<file path="src/hdl/vread_defines.svh">
`ifndef VREAD_DEFINES_SVH
`define VREAD_DEFINES_SVH

// databus word width
`define VR_AXI_DATA_W 32

// width of one output symbol
`define VR_DATA_W 16

// symbol address with the ping-pong half in the top bit
`define VR_ADDR_W 10

// word address into the local buffer
`define VR_BUF_ADDR_W 9

// period counters
`define VR_PERIOD_W 8

// burst length field
`define VR_LEN_W 8

// external memory address
`define VR_EXT_ADDR_W 32

// start delay of the output stream
`define VR_DELAY_W 4

`endif

</file>
<file path="src/hdl/vread_pkg.sv">
`include "vread_defines.svh"

package vread_pkg;

   // full run configuration, latched on run
   typedef struct packed {
      logic [`VR_EXT_ADDR_W-1:0] ext_addr;
      logic [`VR_LEN_W-1:0]      length;
      logic [`VR_ADDR_W-1:0]     rd_incr;
      logic [`VR_ADDR_W-1:0]     out_start;
      logic [`VR_PERIOD_W-1:0]   out_per;
      logic [`VR_ADDR_W-1:0]     out_incr;
      logic [`VR_DELAY_W-1:0]    out_delay;
      logic                      reverse;
      logic                      ping_pong;
      logic                      enable_read;
   } vread_cfg_t;

   // read request towards external memory
   typedef struct packed {
      logic                      valid;
      logic [`VR_EXT_ADDR_W-1:0] addr;
      logic [`VR_LEN_W-1:0]      len;
   } dbus_req_t;

   typedef struct packed {
      logic                      ready;
      logic [`VR_AXI_DATA_W-1:0] rdata;
      logic                      last;
   } dbus_rsp_t;

   // buffer ports
   typedef struct packed {
      logic                      en;
      logic [`VR_BUF_ADDR_W-1:0] addr;
      logic [`VR_AXI_DATA_W-1:0] data;
   } buf_wr_t;

   typedef struct packed {
      logic                      en;
      logic [`VR_BUF_ADDR_W-1:0] addr;
   } buf_rd_t;

   typedef enum logic [1:0] {
      IDLE,
      DELAY,
      ACTIVE
   } vread_state_e;

endpackage

</file>
<file path="src/hdl/vread_addr_gen.sv">
`timescale 1ns/1ps
`include "vread_defines.svh"

module vread_addr_gen #(
   parameter int ADDR_W = `VR_ADDR_W
) (
   input  logic                    clk,
   input  logic                    rst,
   input  logic                    start_i,
   input  logic [ADDR_W-1:0]       base_i,
   input  logic [ADDR_W-1:0]       incr_i,
   input  logic [`VR_PERIOD_W-1:0] period_i,
   input  logic [`VR_DELAY_W-1:0]  delay_i,
   input  logic                    step_i,
   output logic                    valid_o,
   output logic [ADDR_W-1:0]       addr_o,
   output logic                    done_o
);
   import vread_pkg::*;

   vread_state_e            state;
   logic [ADDR_W-1:0]       addr_q;
   logic [ADDR_W-1:0]       incr_q;
   logic [`VR_PERIOD_W-1:0] per_q;
   logic [`VR_PERIOD_W-1:0] cnt;
   logic [`VR_DELAY_W-1:0]  delay_cnt;
   logic                    last_step;

   // final address of the period is being consumed
   assign last_step = step_i && (cnt == per_q - 1'b1);

   always_ff @(posedge clk or posedge rst) begin
      if (rst) begin
         state     <= IDLE;
         cnt       <= '0;
         delay_cnt <= '0;
         done_o    <= 1'b0;
      end else begin
         done_o <= 1'b0;
         if (start_i) begin
            cnt       <= '0;
            delay_cnt <= delay_i;
            if (period_i == '0) begin
               // nothing to generate
               state  <= IDLE;
               done_o <= 1'b1;
            end else if (delay_i == '0) begin
               state <= ACTIVE;
            end else begin
               state <= DELAY;
            end
         end else begin
            case (state)
               DELAY: begin
                  delay_cnt <= delay_cnt - 1'b1;
                  if (delay_cnt == 1) state <= ACTIVE;
               end
               ACTIVE: begin
                  if (step_i) cnt <= cnt + 1'b1;
                  if (last_step) begin
                     state  <= IDLE;
                     done_o <= 1'b1;
                  end
               end
               default: state <= IDLE;
            endcase
         end
      end
   end

   // address and step size
   always_ff @(posedge clk) begin
      if (start_i) begin
         addr_q <= base_i;
         incr_q <= incr_i;
         per_q  <= period_i;
      end else if (state == ACTIVE && step_i) begin
         addr_q <= addr_q + incr_q;
      end
   end

   assign valid_o = (state == ACTIVE);
   assign addr_o  = addr_q;

endmodule

</file>
<file path="src/hdl/vread_fetch.sv">
`timescale 1ns/1ps
`include "vread_defines.svh"

module vread_fetch (
   input  logic                  clk,
   input  logic                  rst,
   input  logic                  run_i,
   input  vread_pkg::vread_cfg_t cfg_i,
   input  logic                  half_i,
   input  vread_pkg::dbus_rsp_t  dbus_rsp_i,
   output vread_pkg::dbus_req_t  dbus_req_o,
   output vread_pkg::buf_wr_t    buf_wr_o,
   output logic                  done_read_o
);
   import vread_pkg::*;

   // word index inside one half of the buffer
   localparam int WORD_W = `VR_BUF_ADDR_W - 1;

   logic                      done_read;
   logic                      accept;
   logic [`VR_EXT_ADDR_W-1:0] ext_addr_q;
   logic [`VR_PERIOD_W-1:0]   beats;
   logic                      gen_valid;
   logic [WORD_W-1:0]         gen_addr;
   logic                      wr_en_q;
   logic [`VR_BUF_ADDR_W-1:0] wr_addr_q;
   logic [`VR_AXI_DATA_W-1:0] wr_data_q;

   assign accept = dbus_req_o.valid && dbus_rsp_i.ready;
   assign beats  = cfg_i.length + 1'b1;

   // one word address per accepted beat
   vread_addr_gen #(
      .ADDR_W(WORD_W)
   ) u_wr_gen (
      .clk     (clk),
      .rst     (rst),
      .start_i (run_i && cfg_i.enable_read),
      .base_i  ('0),
      .incr_i  (cfg_i.rd_incr[WORD_W-1:0]),
      .period_i(beats),
      .delay_i ('0),
      .step_i  (accept),
      .valid_o (gen_valid),
      .addr_o  (gen_addr),
      .done_o  ()
   );

   always_ff @(posedge clk or posedge rst) begin
      if (rst) begin
         done_read <= 1'b1;
         wr_en_q   <= 1'b0;
      end else begin
         wr_en_q <= accept && gen_valid;
         if (run_i) done_read <= !cfg_i.enable_read;
         else if (accept && dbus_rsp_i.last) done_read <= 1'b1;
      end
   end

   always_ff @(posedge clk) begin
      if (run_i && cfg_i.enable_read) ext_addr_q <= cfg_i.ext_addr;
      // beat data goes to the write half
      wr_addr_q <= {half_i, gen_addr};
      wr_data_q <= dbus_rsp_i.rdata;
   end

   // request stays up until the last beat is taken
   always_comb begin
      dbus_req_o.valid = !done_read;
      dbus_req_o.addr  = ext_addr_q;
      dbus_req_o.len   = cfg_i.length;
   end

   always_comb begin
      buf_wr_o.en   = wr_en_q;
      buf_wr_o.addr = wr_addr_q;
      buf_wr_o.data = wr_data_q;
   end

   assign done_read_o = done_read;

endmodule

</file>
<file path="config.mk">
export PLATFORM = sky130hd
export DESIGN_NAME = vread_fetch
export DESIGN_NICKNAME = d
export VERILOG_FILES = /design/src/hdl/vread_pkg.sv /design/src/hdl/vread_addr_gen.sv /design/src/hdl/vread_fetch.sv
export VERILOG_INCLUDE_DIRS = /design/src /design/src/hdl
export SDC_FILE = /design/constraint.sdc
export NUM_CORES = 1
export LEC_CHECK = 0
export ABC_AREA = 0
export BUFFER_PORTS_ARGS = -buffer_cell sky130_fd_sc_hd__buf_2
export CAP_MARGIN = 20
export CORE_MARGIN = 2
export CORE_UTILIZATION = 47
export CTS_CLUSTER_DIAMETER = 50
export DETAILED_ROUTE_END_ITERATION = 8
export MAX_ROUTING_LAYER = met4
export PLACE_DENSITY = 0.91
export SLEW_MARGIN = 10
export SYNTH_ARGS = -nofsm -noshare
export SYNTH_HDL_FRONTEND = slang
export SYNTH_SLANG_ARGS = --single-unit
</file>
<file path="constraint.sdc">
create_clock -name clk -period 3 [get_ports clk]
set_input_delay 0.6 -clock clk [delete_from_list [all_inputs] [get_ports clk]]
set_output_delay 0.6 -clock clk [all_outputs]
set_load 0.02 [all_outputs]
</file>
==> qor.csv <==
stage,metric,value,unit
cells_and_area,mostFrequentLayoutCells,"buf_2 (170), dfxtp_1 (49), edfxtp_1 (48)",
die,die_h,93.3,um
yosys,synth_nets,405,
yosys,synth_compound_area_share,5.67,%
route,vias_per_cell,4.86,
sta,worst_pin_slew,0.752,ns
yosys,synth_flop_cell,dfxtp_1,
yosys,ys_seq_elements,108,
grt,busiest_layer,met2,
die,die_area,8710,um^2
cells_and_area,fin_cells,548,
clock_network,clock_path_buffers,2,
cells_and_area,syn_to_final_growth,30.3,%
grt,grt_pass1_vias,2826,
placement,dp.cells,532,
die,initial_core_util,48.5,%
grt,grt_util_all_layers,21.1,%
clock_network,cts_setup_buffers,0,
die,io-pin-count,207,
sta,max-slew-margin-rel,49.8,%
clock_network,clk_pin_slew,0.11,ns
placement,placed_cell_area,4670,um^2
clock_network,clock_sinks,108,
sta,slew_violations,0,
route,vias,2665,
yosys,synth_cell_types,43,
grt,met1_usage,22.2,%
grt,grt_util_met2,36.6,%
grt,grt_pass1_wl,13.4,mm
yosys,synth_mux_area_share,0.534,%
sta,setup_viol,0,
placement,dp_hpwl,6.48,mm
cells_and_area,mostFrequentLayoutCell,buf_2,
sta,fin_ws,0.936,ns
placement,place_congestion,0.789,
sta,holdWs,0.200,ns
run,cap_violations,0,
cells_and_area,nNetsFinal,575,
placement,port_buffers,170,
sta,period_minus_slack,2.06,ns
die,die_x,93.3,um
sta,fin_crit_sh,68.8,%
critical_path,crit_required,3.28,ns
critical_path,cp.arrival,2.35,ns
route,first_iter_violations,91,
placement,dpl_worst_slack,0.789,ns
clock_network,cts_hold_buf,0,
min_path,hp-class,input pin to async pin,
critical_path,start_kind,flip-flop,
yosys,synth_edf_count,48,
yosys,async_flop_share,10.2,%
critical_path,path_class,flip-flop to flip-flop,
clock_network,cts_tree,built,
yosys,synth_xor_area_share,5.37,%
die,core,7730,um^2
clock_network,clock-root-buffer,clkbuf_8,
cells_and_area,final_area,4890,um^2
sta,rsz0062_at_grt,false,
critical_path,worstSetupEndpointType,flip-flop,
yosys,yosys.area_share.simple,8.95,%
clock_network,post_cts_resized,0,
yosys,yosys_warnings,0,
die,row_count,32,
outcome,outcome,"complete, no violations",
cells_and_area,diodes,0,
route,drt-total-wl,8.50,mm
yosys,synth_adder_area_share,3.87,%
cells_and_area,final_util,63.2,%
yosys,synth_cells,271,
route,dr.pass1.iters,4,
yosys,synth_top_family_by_area,simple AND/OR/NAND/NOR gates,
clock_network,htreeDepth,3,
critical_path,reg2regPathDepth,6,
pwr,leakage,2.20,nW
route,antenna_left,0,
grt,gr-total-overflow,0,
yosys,yosysSeqAreaShare,72.0,%
grt,antenna_found_initial,0,
grt,grt_max_degree,37,
pwr,ir_worst_vdd,0.401,mV
sta,fin_tns_setup,0,ns
pwr,p_per_area,635,nW/um^2
sta,hold_viol,0,
route,wl_per_cell,15.5,um
sta,finClkSkew,0.0152,ns
clock_network,numCtsBuffers,9,
route,drc,0,
pwr,power.total,3.10,mW
critical_path,worstPathMaxFanout,4,
yosys,syn_area_per_cell,13.8,um^2
cells_and_area,layout-drive-gt1-share,42.8,%
yosys,syn_area,3750,um^2
sta,max_freq,485,MHz
grt,use_met3,5.80,%
clock_network,insertion_delay,0.37,ns
==> metal layers <==
layer	wire [um]	part of all wire (%)	up-vias
met2	4560	54	106
met3	620	7.3	21
met5	0	0	-
met1	3070	36	1258
li1	-	-	1280
met4	255	3.0	0
==> final timing paths <==
kind | slack [ns] | from | end
max | 0.94 | u_wr_gen.incr_q[2]$_DFFE_PP_ | u_wr_gen.addr_o[7]$_SDFFE_PP0P_
min | 0.20 | rst | u_wr_gen.cnt[1]$_DFFE_PP0P_
max reg2reg | 0.94 | u_wr_gen.incr_q[2]$_DFFE_PP_ | u_wr_gen.addr_o[7]$_SDFFE_PP0P_
min reg2reg | 0.38 | u_wr_gen.addr_o[7]$_SDFFE_PP0P_ | wr_addr_q[7]$_DFF_P_
max in group asynchronous | 2.47 | rst | done_read_o$_DFFE_PP1P_
min in group clk | 0.32 | dbus_rsp_i[20] | wr_data_q[19]$_DFF_P_
==> cell type report <==
class / count / area [um^2]
repair buffers: 172 / 878
flip-flops and latches: 108 / 2700
clock buffers: 10 / 149
fillers: 595 / 2840
well taps: 102 / 128
inverters: 14 / 52.6
multi-input cells: 136 / 915
clock inverters: 6 / 65.1
==> report_power, final <==
| group | total (mW) | switching [mW] | internal, mW |
|---|---|---|---|
| combinational | 0.474 | 0.281 | 0.193 |
| sequential | 1.72 | 0.0580 | 1.66 |
| clock | 0.909 | 0.529 | 0.381 |
==> synth_stat cells (2+ instances only) <==
cell / number / area share, %
o31ai_1: 2 / 0.40
o21a_1: 2 / 0.40
o21ai_0: 5 / 0.67
a31oi_1: 2 / 0.33
a21o_1: 2 / 0.40
a211oi_1: 2 / 0.40
dfrtp_1: 10 / 6.7
xor2_1: 10 / 2.3
edfxtp_1: 48 / 38
and3_1: 2 / 0.33
xnor2_1: 13 / 3.0
o211ai_1: 2 / 0.40
nand2_1: 22 / 2.2
nor3_1: 4 / 0.53
nand4_1: 4 / 0.67
or4_1: 2 / 0.40
buf_1: 2 / 0.20
nand3_1: 4 / 0.53
mux2i_1: 2 / 0.53
nor4_1: 2 / 0.33
nor2_1: 13 / 1.3
a21oi_1: 11 / 1.5
nand2b_1: 6 / 1.0
inv_1: 13 / 1.3
ha_1: 10 / 3.3
or3_1: 2 / 0.33
dfxtp_1: 49 / 26
buf_4: 9 / 1.8
clkbuf_1: 2 / 0.20
==> state kept, by name (all words and copies together), names as in the netlist <==
| register | count |
|---|---|
| ext_addr_q | 32 |
| u_wr_gen.per_q | 8 |
| wr_addr_q | 9 |
| u_wr_gen.incr_q | 8 |
| done_read_o | 1 |
| wr_data_q | 32 |
| u_wr_gen.addr_o | 8 |
| u_wr_gen.state | 1 |
| wr_en_q | 1 |
| u_wr_gen.cnt | 8 |
==> cells by family after synthesis <==
kind of cell             after synthesis
AO/OA/AOI/OAI                         33
XOR/XNOR                              23
multiplexers                           2
AND/OR/NAND/NOR                       67
adder cells (fa/ha/maj)               11
buffers and inverters                 27
flip-flops                           108
==> critical path, stage by stage, from the launching register on <==
cell      delay (ns)
edfxtp_1        0.41
ha_1            0.34
and3_1          0.21
a221oi_1        0.43
a21oi_1         0.17
mux2i_1         0.22
mux2i_1         0.21
(Power assumes the default switching activity.)
