<file path="config.mk">
export PLATFORM = sky130hd
export DESIGN_NAME = vread_output
export DESIGN_NICKNAME = d
export VERILOG_FILES = /design/src/hdl/vread_pkg.sv /design/src/hdl/vread_addr_gen.sv /design/src/hdl/vread_output.sv
export VERILOG_INCLUDE_DIRS = /design/src /design/src/hdl
export SDC_FILE = /design/constraint.sdc
export NUM_CORES = 1
export LEC_CHECK = 0
export BUFFER_PORTS_ARGS = -buffer_cell sky130_fd_sc_hd__buf_4
export CAP_MARGIN = 20
export CORE_ASPECT_RATIO = 1.5
export CORE_MARGIN = 5
export CORE_UTILIZATION = 47
export CTS_CLUSTER_SIZE = 25
export DETAILED_ROUTE_END_ITERATION = 6
export GPL_ROUTABILITY_DRIVEN = 1
export HOLD_SLACK_MARGIN = 0.03
export PLACE_DENSITY = 0.83
export SLEW_MARGIN = 20
export SYNTH_ARGS = -nofsm -noshare
export SYNTH_HDL_FRONTEND = slang
export SYNTH_SLANG_ARGS = --single-unit
</file>
<file path="constraint.sdc">
create_clock -name clk -period 2.4 [get_ports clk]
set_input_delay 0.36 -clock clk [delete_from_list [all_inputs] [get_ports clk]]
set_output_delay 0.36 -clock clk [all_outputs]
set_load 0.005 [all_outputs]
</file>
<file path="src/hdl/vread_defines.svh">
`ifndef VREAD_DEFINES_SVH
`define VREAD_DEFINES_SVH

// databus word width
`define VR_AXI_DATA_W 32

// width of one output symbol
`define VR_DATA_W 16

// symbol address with the ping-pong half in the top bit
`define VR_ADDR_W 10

// word address into the local buffer
`define VR_BUF_ADDR_W 9

// period counters
`define VR_PERIOD_W 8

// burst length field
`define VR_LEN_W 8

// external memory address
`define VR_EXT_ADDR_W 32

// start delay of the output stream
`define VR_DELAY_W 4

`endif

</file>
<file path="src/hdl/vread_pkg.sv">
`include "vread_defines.svh"

package vread_pkg;

   // full run configuration, latched on run
   typedef struct packed {
      logic [`VR_EXT_ADDR_W-1:0] ext_addr;
      logic [`VR_LEN_W-1:0]      length;
      logic [`VR_ADDR_W-1:0]     rd_incr;
      logic [`VR_ADDR_W-1:0]     out_start;
      logic [`VR_PERIOD_W-1:0]   out_per;
      logic [`VR_ADDR_W-1:0]     out_incr;
      logic [`VR_DELAY_W-1:0]    out_delay;
      logic                      reverse;
      logic                      ping_pong;
      logic                      enable_read;
   } vread_cfg_t;

   // read request towards external memory
   typedef struct packed {
      logic                      valid;
      logic [`VR_EXT_ADDR_W-1:0] addr;
      logic [`VR_LEN_W-1:0]      len;
   } dbus_req_t;

   typedef struct packed {
      logic                      ready;
      logic [`VR_AXI_DATA_W-1:0] rdata;
      logic                      last;
   } dbus_rsp_t;

   // buffer ports
   typedef struct packed {
      logic                      en;
      logic [`VR_BUF_ADDR_W-1:0] addr;
      logic [`VR_AXI_DATA_W-1:0] data;
   } buf_wr_t;

   typedef struct packed {
      logic                      en;
      logic [`VR_BUF_ADDR_W-1:0] addr;
   } buf_rd_t;

   typedef enum logic [1:0] {
      IDLE,
      DELAY,
      ACTIVE
   } vread_state_e;

endpackage

</file>
<file path="src/hdl/vread_addr_gen.sv">
`timescale 1ns/1ps
`include "vread_defines.svh"

module vread_addr_gen #(
   parameter int ADDR_W = `VR_ADDR_W
) (
   input  logic                    clk,
   input  logic                    rst,
   input  logic                    start_i,
   input  logic [ADDR_W-1:0]       base_i,
   input  logic [ADDR_W-1:0]       incr_i,
   input  logic [`VR_PERIOD_W-1:0] period_i,
   input  logic [`VR_DELAY_W-1:0]  delay_i,
   input  logic                    step_i,
   output logic                    valid_o,
   output logic [ADDR_W-1:0]       addr_o,
   output logic                    done_o
);
   import vread_pkg::*;

   vread_state_e            state;
   logic [ADDR_W-1:0]       addr_q;
   logic [ADDR_W-1:0]       incr_q;
   logic [`VR_PERIOD_W-1:0] per_q;
   logic [`VR_PERIOD_W-1:0] cnt;
   logic [`VR_DELAY_W-1:0]  delay_cnt;
   logic                    last_step;

   // final address of the period is being consumed
   assign last_step = step_i && (cnt == per_q - 1'b1);

   always_ff @(posedge clk or posedge rst) begin
      if (rst) begin
         state     <= IDLE;
         cnt       <= '0;
         delay_cnt <= '0;
         done_o    <= 1'b0;
      end else begin
         done_o <= 1'b0;
         if (start_i) begin
            cnt       <= '0;
            delay_cnt <= delay_i;
            if (period_i == '0) begin
               // nothing to generate
               state  <= IDLE;
               done_o <= 1'b1;
            end else if (delay_i == '0) begin
               state <= ACTIVE;
            end else begin
               state <= DELAY;
            end
         end else begin
            case (state)
               DELAY: begin
                  delay_cnt <= delay_cnt - 1'b1;
                  if (delay_cnt == 1) state <= ACTIVE;
               end
               ACTIVE: begin
                  if (step_i) cnt <= cnt + 1'b1;
                  if (last_step) begin
                     state  <= IDLE;
                     done_o <= 1'b1;
                  end
               end
               default: state <= IDLE;
            endcase
         end
      end
   end

   // address and step size
   always_ff @(posedge clk) begin
      if (start_i) begin
         addr_q <= base_i;
         incr_q <= incr_i;
         per_q  <= period_i;
      end else if (state == ACTIVE && step_i) begin
         addr_q <= addr_q + incr_q;
      end
   end

   assign valid_o = (state == ACTIVE);
   assign addr_o  = addr_q;

endmodule

</file>
<file path="src/hdl/vread_output.sv">
`timescale 1ns/1ps
`include "vread_defines.svh"

module vread_output (
   input  logic                      clk,
   input  logic                      rst,
   input  logic                      run_i,
   input  vread_pkg::vread_cfg_t     cfg_i,
   input  logic                      half_i,
   input  logic [`VR_AXI_DATA_W-1:0] rdata_i,
   output vread_pkg::buf_rd_t        buf_rd_o,
   output logic                      out_valid_o,
   output logic [`VR_DATA_W-1:0]     out_data_o,
   output logic                      done_out_o
);
   import vread_pkg::*;

   // symbols per word and the bits that select one
   localparam int SEL_W = $clog2(`VR_AXI_DATA_W / `VR_DATA_W);

   logic [`VR_ADDR_W-1:0] base;
   logic [`VR_ADDR_W-1:0] gen_addr;
   logic [`VR_ADDR_W-1:0] sym_addr;
   logic                  gen_valid;
   logic                  gen_done;
   logic                  gen_done_q;
   logic                  vld_q;
   logic [SEL_W-1:0]      sel_q;

   function automatic logic [`VR_ADDR_W-1:0] bit_rev(input logic [`VR_ADDR_W-1:0] a);
      logic [`VR_ADDR_W-1:0] r;
      for (int i = 0; i < `VR_ADDR_W; i++) r[i] = a[`VR_ADDR_W-1-i];
      return r;
   endfunction

   // ping-pong forces the half bit of the start address
   assign base = cfg_i.ping_pong ? {half_i, cfg_i.out_start[`VR_ADDR_W-2:0]} : cfg_i.out_start;

   vread_addr_gen #(
      .ADDR_W(`VR_ADDR_W)
   ) u_rd_gen (
      .clk(clk), .rst(rst), .start_i(run_i), .base_i(base), .incr_i(cfg_i.out_incr),
      .period_i(cfg_i.out_per), .delay_i(cfg_i.out_delay), .step_i(1'b1),
      .valid_o(gen_valid), .addr_o(gen_addr), .done_o(gen_done)
   );

   assign sym_addr = cfg_i.reverse ? bit_rev(gen_addr) : gen_addr;

   // symbol to word address
   always_comb begin
      buf_rd_o.en   = gen_valid;
      buf_rd_o.addr = {cfg_i.ping_pong & sym_addr[`VR_ADDR_W-1],
                       sym_addr[`VR_ADDR_W-2:SEL_W]};
   end

   always_ff @(posedge clk or posedge rst) begin
      if (rst) begin
         vld_q       <= 1'b0;
         out_valid_o <= 1'b0;
         gen_done_q  <= 1'b0;
         done_out_o  <= 1'b1;
      end else begin
         vld_q       <= gen_valid;
         out_valid_o <= vld_q;
         gen_done_q  <= gen_done;
         // lines up with the last symbol leaving
         if (run_i) done_out_o <= 1'b0;
         else if (gen_done_q) done_out_o <= 1'b1;
      end
   end

   // halfword select rides along with the RAM read
   always_ff @(posedge clk) begin
      sel_q      <= sym_addr[SEL_W-1:0];
      out_data_o <= rdata_i[sel_q*`VR_DATA_W +: `VR_DATA_W];
   end

endmodule

</file>
==> impl_metrics.csv, run 1 <==
group,metric,value,unit
status,outcome,"complete, no violations",
timing,period_share,0.927,
logic_synthesis,synth_top_family_by_area,"multiplexers",
logic_synthesis,post_synth_and_or_nand_nor_area_fraction,0.0986,
logic_synthesis,netlist.top_cell.by_area,"sky130_fd_sc_hd__edfxtp_1",
drt,drc,0,
drt,vias,2353,
clocking,cts.reportedPaths.clkPinSlew,0.07,ns
timing,setup-tns-final,0,ns
final_layout,diodes,0,
setup_path,crit_type,"register to register",
drt,detail_route.wirelength,6.79,mm
timing,clock.fmax,450,MHz
global_routing,grt_antenna_before_repair,0,
final_layout,area_delta_synth_final,28.5,%
setup_path,critical_path.max_stage_delay,0.41,ns
logic_synthesis,yosys_warnings,0,
floorplanning,ioPinCount,149,
placed_design,dp.final_hpwl,5.19,mm
drt,drt_first_pass_iters,4,
global_routing,grt_first_pass_wirelength,11.2,mm
final_layout,nNetsFinal,498,
setup_path,critical_path_peak_fanout,3,
floorplanning,design.die.area,8500,µm²
logic_synthesis,synth-edff-count,28,
setup_path,cp_startpoint_kind,"register",
logic_synthesis,sequential_share_of_the_synthesized_area,0.525,
clocking,worst_skew_pair.late_latency,0.34,ns
worst_hold_path,hold_crit_class,"input port to async pin",
logic_synthesis,synthesis.area_per_instance,11.6,µm²
clocking,cts_setup_buffers,0,
power,power.density,697,nW/µm²
clocking,tritoncts,"built",
clocking,cts_num_sinks,64,
logic_synthesis,synth-async-reset-ratio,0.297,
floorplanning,chipWidth,76.9,µm
setup_path,cp_slowest_cell,"sky130_fd_sc_hd__fa_1",
logic_synthesis,muxShareOfSynthArea,0.109,
power,total_power,2.83,mW
logic_synthesis,yosys.area_share.adder,0.0578,
setup_path,cp_data_arrival_time,2.31,ns
clocking,clock_tree_root_buffer_cell,"sky130_fd_sc_hd__clkbuf_8",
timing,fin_worst_skew,0.00853,ns
floorplanning,core_region_area,6530,µm²
placed_design,finalWeightedCongestion,0.819,
global_routing,grt.overflow.total,0,
power,power.ir.vdd_worst,421,µV
drt,routed_wire_length_per_instance,15.3,µm
floorplanning,floorplan.rows,36,
final_layout,layout_common_cells,"99 x sky130_fd_sc_hd__buf_4, 28 x sky130_fd_sc_hd__mux2_2, 28 x sky130_fd_sc_hd__edfxtp_1, 21 x sky130_fd_sc_hd__o21ai_0, 18 x sky130_fd_sc_hd__dfrtp_1",
global_routing,grt_start_max_net_pins,33,
setup_path,critPathRequiredTime,2.48,ns
logic_synthesis,synth-main-ff-cell,"sky130_fd_sc_hd__edfxtp_1",
timing,final-hold-violation-count,0,
timing,maxSlewViolCount,0,
clocking,holdBufCountCts,0,
logic_synthesis,synth_compound_area_frac,0.0907,
run,drv_cap,0,
global_routing,first_global_vias,2453,
global_routing,grt_util_all_layers,0.165,
drt,drt-initial-drc-count,124,
logic_synthesis,synthTopCellsByArea,"sky130_fd_sc_hd__edfxtp_1 27%, sky130_fd_sc_hd__dfrtp_1 14%, sky130_fd_sc_hd__dfxtp_1 11%",
timing,worst_slew_pin_slew,0.716,ns
floorplanning,die_h,110,µm
logic_synthesis,yosysUniqueCellTypes,45,
clocking,cts-buffers-inserted,9,
clocking,cts.htree.levels,3,
timing,rsz0062_at_grt,"no",
logic_synthesis,synth_seq_cells,64,
logic_synthesis,post_synth_inst_count,273,
logic_synthesis,mappedNetlistNets,408,
clocking,ctsResizeCount,0,
power,p_leak,1.78,nW
placed_design,port_buffer_count,97,
final_layout,layout-drive-gt1-share,0.389,
clocking,clockBufferDepth,2,
setup_path,critPathCaptureType,"register",
logic_synthesis,syn-cell-area,3160,µm²
logic_synthesis,yosys.area_share.xor_xnor,0.0745,
setup_path,cp_cell_instances,"ha_1, fa_1, a21o_1, a21oi_4, o21bai_1, a21oi_1, xor2_1, o21ai_0",
timing,timing.final.crit_period,2.22,ns
drt,vias_per_cell,5.30,
timing,max_slew_margin,0.522,
logic_synthesis,netlist.area_leader.share,0.266,
timing,report.final.setup_viol,0,
drt,route.antenna.remaining_nets,0,
floorplanning,start_util,0.484,
final_layout,final_common_cell,"sky130_fd_sc_hd__buf_4",
final_layout,number_of_fill_cells,521,
state kept, by name, summed over array words and instances, names as in the netlist:
name                count
u_rd_gen.done_o         1
u_rd_gen.cnt            8
vld_q                   1
u_rd_gen.addr_o        10
sel_q                   1
out_data_o             16
gen_done_q              1
u_rd_gen.per_q          8
out_valid_o             1
done_out_o              1
u_rd_gen.state          2
u_rd_gen.incr_q        10
u_rd_gen.delay_cnt      4
per-stage QoR:
step	hold WS (ns)	cell area, µm²	setup slack, ns	cells	util
after global routing	0.166	4060	0.0105	444	0.622
after CTS	0.143	4050	0.0702	444	0.620
after global placement	0.335	3890	0.147	428	0.595
final	0.140	4060	0.176	444	0.622
after detailed placement	0.342	3890	0.0869	428	0.595
after floorplan	0.310	3160	0.302	273	-
cell type report:
| type | instances | area, µm² | area share |
|---|---|---|---|
| Sequential cell | 64 | 1660 | 0.408 |
| Clock buffer | 15 | 156 | 0.0385 |
| Inverter | 8 | 30.0 | 0.00740 |
| Multi-Input combinational cell | 181 | 1370 | 0.338 |
| Timing Repair Buffer | 99 | 743 | 0.183 |
| Clock inverter | 1 | 5.00 | 0.00123 |
| Tap cell | 76 | 95.1 | 0.0234 |
critical path: cells and delay by family, from the launching register on:
| kind | cells | cell delay (ns) |
|---|---|---|
| fa+ha+maj | 2 | 0.66 |
| xor+xnor | 1 | 0.18 |
| flops | 1 | 0.40 |
| compound gates | 5 | 0.74 |
final timing paths:
kind | from | to | slack (ns) | cells past startpoint
max | u_rd_gen.addr_o[0]$_DFFE_PP_ | u_rd_gen.addr_o[6]$_DFFE_PP_ | 0.18 | 8
min | rst | u_rd_gen.delay_cnt[2]$_DFFE_PP0P_ | 0.14 | 2
max reg2reg | u_rd_gen.addr_o[0]$_DFFE_PP_ | u_rd_gen.addr_o[6]$_DFFE_PP_ | 0.18 | 8
min reg2reg | vld_q$_DFF_PP0_ | out_valid_o$_DFF_PP0_ | 0.36 | 0
max in group asynchronous | rst | u_rd_gen.cnt[3]$_DFFE_PP0P_ | 1.80 | 2
min in group clk | cfg_i[15] | u_rd_gen.incr_q[8]$_DFFE_PP_ | 0.19 | 1
power breakdown:
| part | switching, mW | internal [mW] |
|---|---|---|
| combinational | 0.289 | 0.389 |
| clock | 0.381 | 0.404 |
| sequential | 0.0882 | 1.28 |
| total | 0.758 | 2.07 |
Yosys cell counts (3+ instances only):
library cell                n
sky130_fd_sc_hd__nand3_1    3
sky130_fd_sc_hd__xor2_1    12
sky130_fd_sc_hd__dfrtp_1   18
sky130_fd_sc_hd__edfxtp_1  28
sky130_fd_sc_hd__mux2i_1    3
sky130_fd_sc_hd__or4_1      3
sky130_fd_sc_hd__o21ai_0   21
sky130_fd_sc_hd__a21oi_1   12
sky130_fd_sc_hd__dfxtp_1   17
sky130_fd_sc_hd__nor4_1     4
sky130_fd_sc_hd__nor2b_1    4
sky130_fd_sc_hd__ha_1      13
sky130_fd_sc_hd__nor2_1    16
sky130_fd_sc_hd__nand2_1   17
sky130_fd_sc_hd__nand4_1    3
sky130_fd_sc_hd__mux2_2    28
sky130_fd_sc_hd__inv_1      8
sky130_fd_sc_hd__xnor2_1   13
sky130_fd_sc_hd__buf_4      9
sky130_fd_sc_hd__clkbuf_1  10
per-layer routing:
| layer | track usage | vias to the layer above | routed length, µm |
|---|---|---|---|
| li1 | - | 1149 | - |
| met1 | 0.171 | 1107 | 2430 |
| met2 | 0.279 | 84 | 3660 |
| met3 | 0.0570 | 13 | 503 |
| met4 | 0.102 | 0 | 195 |
| met5 | 0 | - | 0 |
cells by family (layout without fill, tap and decap cells):
group | Yosys count | in the layout
simple gates | 62 | 62
mux | 31 | 31
buf+inv | 28 | 123
compound gates | 48 | 48
flops | 64 | 64
fa+ha+maj | 14 | 14
xor+xnor | 26 | 26
Power figures use the tool's default switching activity.
==> run 2, diff against run 1 <==
--- a/config.mk
+++ b/config.mk
@@ -10,12 +10,12 @@
 export CAP_MARGIN = 20
 export CORE_ASPECT_RATIO = 1.5
 export CORE_MARGIN = 5
-export CORE_UTILIZATION = 47
+export CORE_UTILIZATION = 40
 export CTS_CLUSTER_SIZE = 25
 export DETAILED_ROUTE_END_ITERATION = 6
 export GPL_ROUTABILITY_DRIVEN = 1
 export HOLD_SLACK_MARGIN = 0.03
-export PLACE_DENSITY = 0.83
+export PLACE_DENSITY = 0.72
 export SLEW_MARGIN = 20
 export SYNTH_ARGS = -nofsm -noshare
 export SYNTH_HDL_FRONTEND = slang
==> impl_metrics.csv, run 2 (synthesis results as in run 1) <==
group,metric,value,unit
setup_path,critical_path.max_stage_delay,0.41,ns
final_layout,layout-drive-gt1-share,0.402,
floorplanning,start_util,0.412,
floorplanning,design.die.area,9810,µm²
power,p_leak,1.85,nW
final_layout,largest_register_ffs,16,
global_routing,grt_start_max_net_pins,41,
power,internal-power,2.54,mW
setup_path,critPathCaptureType,"register",
worst_hold_path,hold_crit_class,"input port to async pin",
setup_path,critPathBufInv,0,
timing,final-hold-violation-count,0,
timing,rsz0062_at_grt,"no",
final_layout,diodes,0,
floorplanning,die_h,119,µm
global_routing,use_met3,0.0514,
timing,maxSlewViolCount,0,
floorplanning,ioPinCount,149,
global_routing,grt.overflow.total,0,
clocking,cts.reportedPaths.clkPinSlew,0.06,ns
final_layout,register_bank_with_the_most_flops,"out_data_o",
clocking,holdBufCountCts,0,
placed_design,dp.final_hpwl,5.26,mm
placed_design,placed_cell_area,3920,µm²
timing,worst_slew_pin_slew,0.706,ns
setup_path,crit_type,"register to register",
final_layout,layout_common_cells,"99 x sky130_fd_sc_hd__buf_4, 28 x sky130_fd_sc_hd__mux2_2, 28 x sky130_fd_sc_hd__edfxtp_1, 21 x sky130_fd_sc_hd__o21ai_0, 18 x sky130_fd_sc_hd__dfrtp_1",
clocking,cts_num_sinks,64,
clocking,clock_tree_root_buffer_cell,"sky130_fd_sc_hd__clkbuf_16",
clocking,cts_setup_buffers,0,
global_routing,grt_util_all_layers,0.147,
setup_path,cp_startpoint_kind,"register",
status,outcome,"complete, no violations",
setup_path,regToRegEndpoint,"u_rd_gen.addr_o[8]$_DFFE_PP_",
power,seq_power_share,0.407,
setup_path,r2r-start,"u_rd_gen.addr_o[0]$_DFFE_PP_",
placed_design,finalWeightedCongestion,0.921,
setup_path,critical-path-top-delay-family,"compound AO/OA/AOI/OAI gates",
power,power.ir.vdd_worst,723,µV
timing,report.final.setup_viol,0,
final_layout,nNetsFinal,498,
timing,clock.fmax,444,MHz
global_routing,grt_antenna_before_repair,0,
clocking,cts-buffers-inserted,9,
power,total_switching_power,815,µW
floorplanning,core_region_area,7660,µm²
setup_path,cp_cell_instances,"ha_1, fa_1, a21o_1, a21oi_2, o21ai_0, o21ai_0, xor2_1, o21ai_0",
floorplanning,chipWidth,82.6,µm
final_layout,fin_cells,470,
final_layout,post_route_cell_area,4250,µm²
timing,period_share,0.939,
global_routing,first_global_vias,2550,
final_layout,final_common_cell,"sky130_fd_sc_hd__buf_4",
drt,detail_route.wirelength,6.74,mm
power,power.density,791,nW/µm²
power,power_switching_share,0.243,
power,clock_power_share,0.395,
clocking,cts.htree.levels,3,
setup_path,critical-path-top-cell-by-count,"sky130_fd_sc_hd__o21ai_0",
setup_path,reg2reg_setup_slack,0.15,ns
global_routing,grt_busiest_layer,"met2",
drt,drt-initial-drc-count,122,
power,power.share.combinational,0.198,
placed_design,numPlacedInstances,454,
run,drv_cap,0,
global_routing,gr-usage-met1,0.153,
clocking,tritoncts,"built",
setup_path,cp_slowest_cell,"sky130_fd_sc_hd__edfxtp_1",
global_routing,grt_first_pass_wirelength,11.2,mm
timing,timing.final.crit_period,2.25,ns
setup_path,critPathRequiredTime,2.45,ns
drt,drt_first_pass_iters,4,
clocking,clockBufferDepth,2,
setup_path,ff2ff_path_depth,8,
clocking,worst_skew_pair.late_latency,0.32,ns
placed_design,port_buffer_count,97,
floorplanning,floorplan.rows,39,
final_layout,area_delta_synth_final,34.4,%
global_routing,met2_layer_usage_reported_by_global_route,0.256,
drt,routed_wire_length_per_instance,14.3,µm
setup_path,crit_path_depth,8,
drt,drc,0,
timing,max_slew_margin,0.529,
power,total_power,3.36,mW
drt,vias,2352,
timing,setup-tns-final,0,ns
drt,vias_per_cell,5.00,
drt,route.antenna.remaining_nets,0,
setup_path,critical_path_peak_fanout,3,
clocking,ctsResizeCount,0,
timing,fin_worst_skew,0.00593,ns
setup_path,cp_data_arrival_time,2.30,ns
run 2: worst max path at each step:
stage                                       from                      endpoint
finish              u_rd_gen.addr_o[0]$_DFFE_PP_  u_rd_gen.addr_o[8]$_DFFE_PP_
CTS                 u_rd_gen.addr_o[0]$_DFFE_PP_  u_rd_gen.addr_o[8]$_DFFE_PP_
detailed placement  u_rd_gen.addr_o[0]$_DFFE_PP_  u_rd_gen.addr_o[6]$_DFFE_PP_
global route        u_rd_gen.addr_o[0]$_DFFE_PP_  u_rd_gen.addr_o[8]$_DFFE_PP_
global placement    u_rd_gen.addr_o[0]$_DFFE_PP_  u_rd_gen.addr_o[8]$_DFFE_PP_
floorplan           u_rd_gen.addr_o[0]$_DFFE_PP_  u_rd_gen.addr_o[6]$_DFFE_PP_
run 2: cell type report:
class                           count  area, µm²
Fill cell                         705       3410
Inverter                            8       30.0
Timing Repair Buffer               99        743
Clock buffer                       13        303
Multi-Input combinational cell    181       1370
Clock inverter                      3       18.8
Tap cell                          102        128
Sequential cell                    64       1660
run 2: through the flow:
stage	setup WS (ns)	utilization	hold WS, ns
finish	0.148	0.554	0.156
global route	0.0102	0.554	0.193
CTS	0.0328	0.554	0.175
detailed placement	0.0980	0.512	0.336
global placement	0.134	0.512	0.332
floorplan	0.302	-	0.310
run 2: layer usage:
| layer | wire length, µm | part of all wire |
|---|---|---|
| met5 | 0 | 0 |
| met4 | 158 | 0.023 |
| met3 | 482 | 0.072 |
| met2 | 3680 | 0.55 |
| met1 | 2420 | 0.36 |
run 2: power by group through the flow:
stage	clock [mW]	combinational (mW)	sequential, mW
final	1.33	0.665	1.37
after global placement	0	0.649	1.38
after CTS	1.36	0.674	1.37
after detailed placement	0	0.667	1.39
after floorplan	0	0.443	1.36
after global routing	1.42	0.742	1.38
run 2: worst register-to-register path: stages, from the launching register on:
cell and delay, ns:
sky130_fd_sc_hd__edfxtp_1 0.41, sky130_fd_sc_hd__ha_1 0.25, sky130_fd_sc_hd__fa_1 0.42, sky130_fd_sc_hd__a21o_1 0.18, sky130_fd_sc_hd__a21oi_2 0.19, sky130_fd_sc_hd__o21ai_0 0.11, sky130_fd_sc_hd__o21ai_0 0.12, sky130_fd_sc_hd__xor2_1 0.19
sky130_fd_sc_hd__o21ai_0 0.10
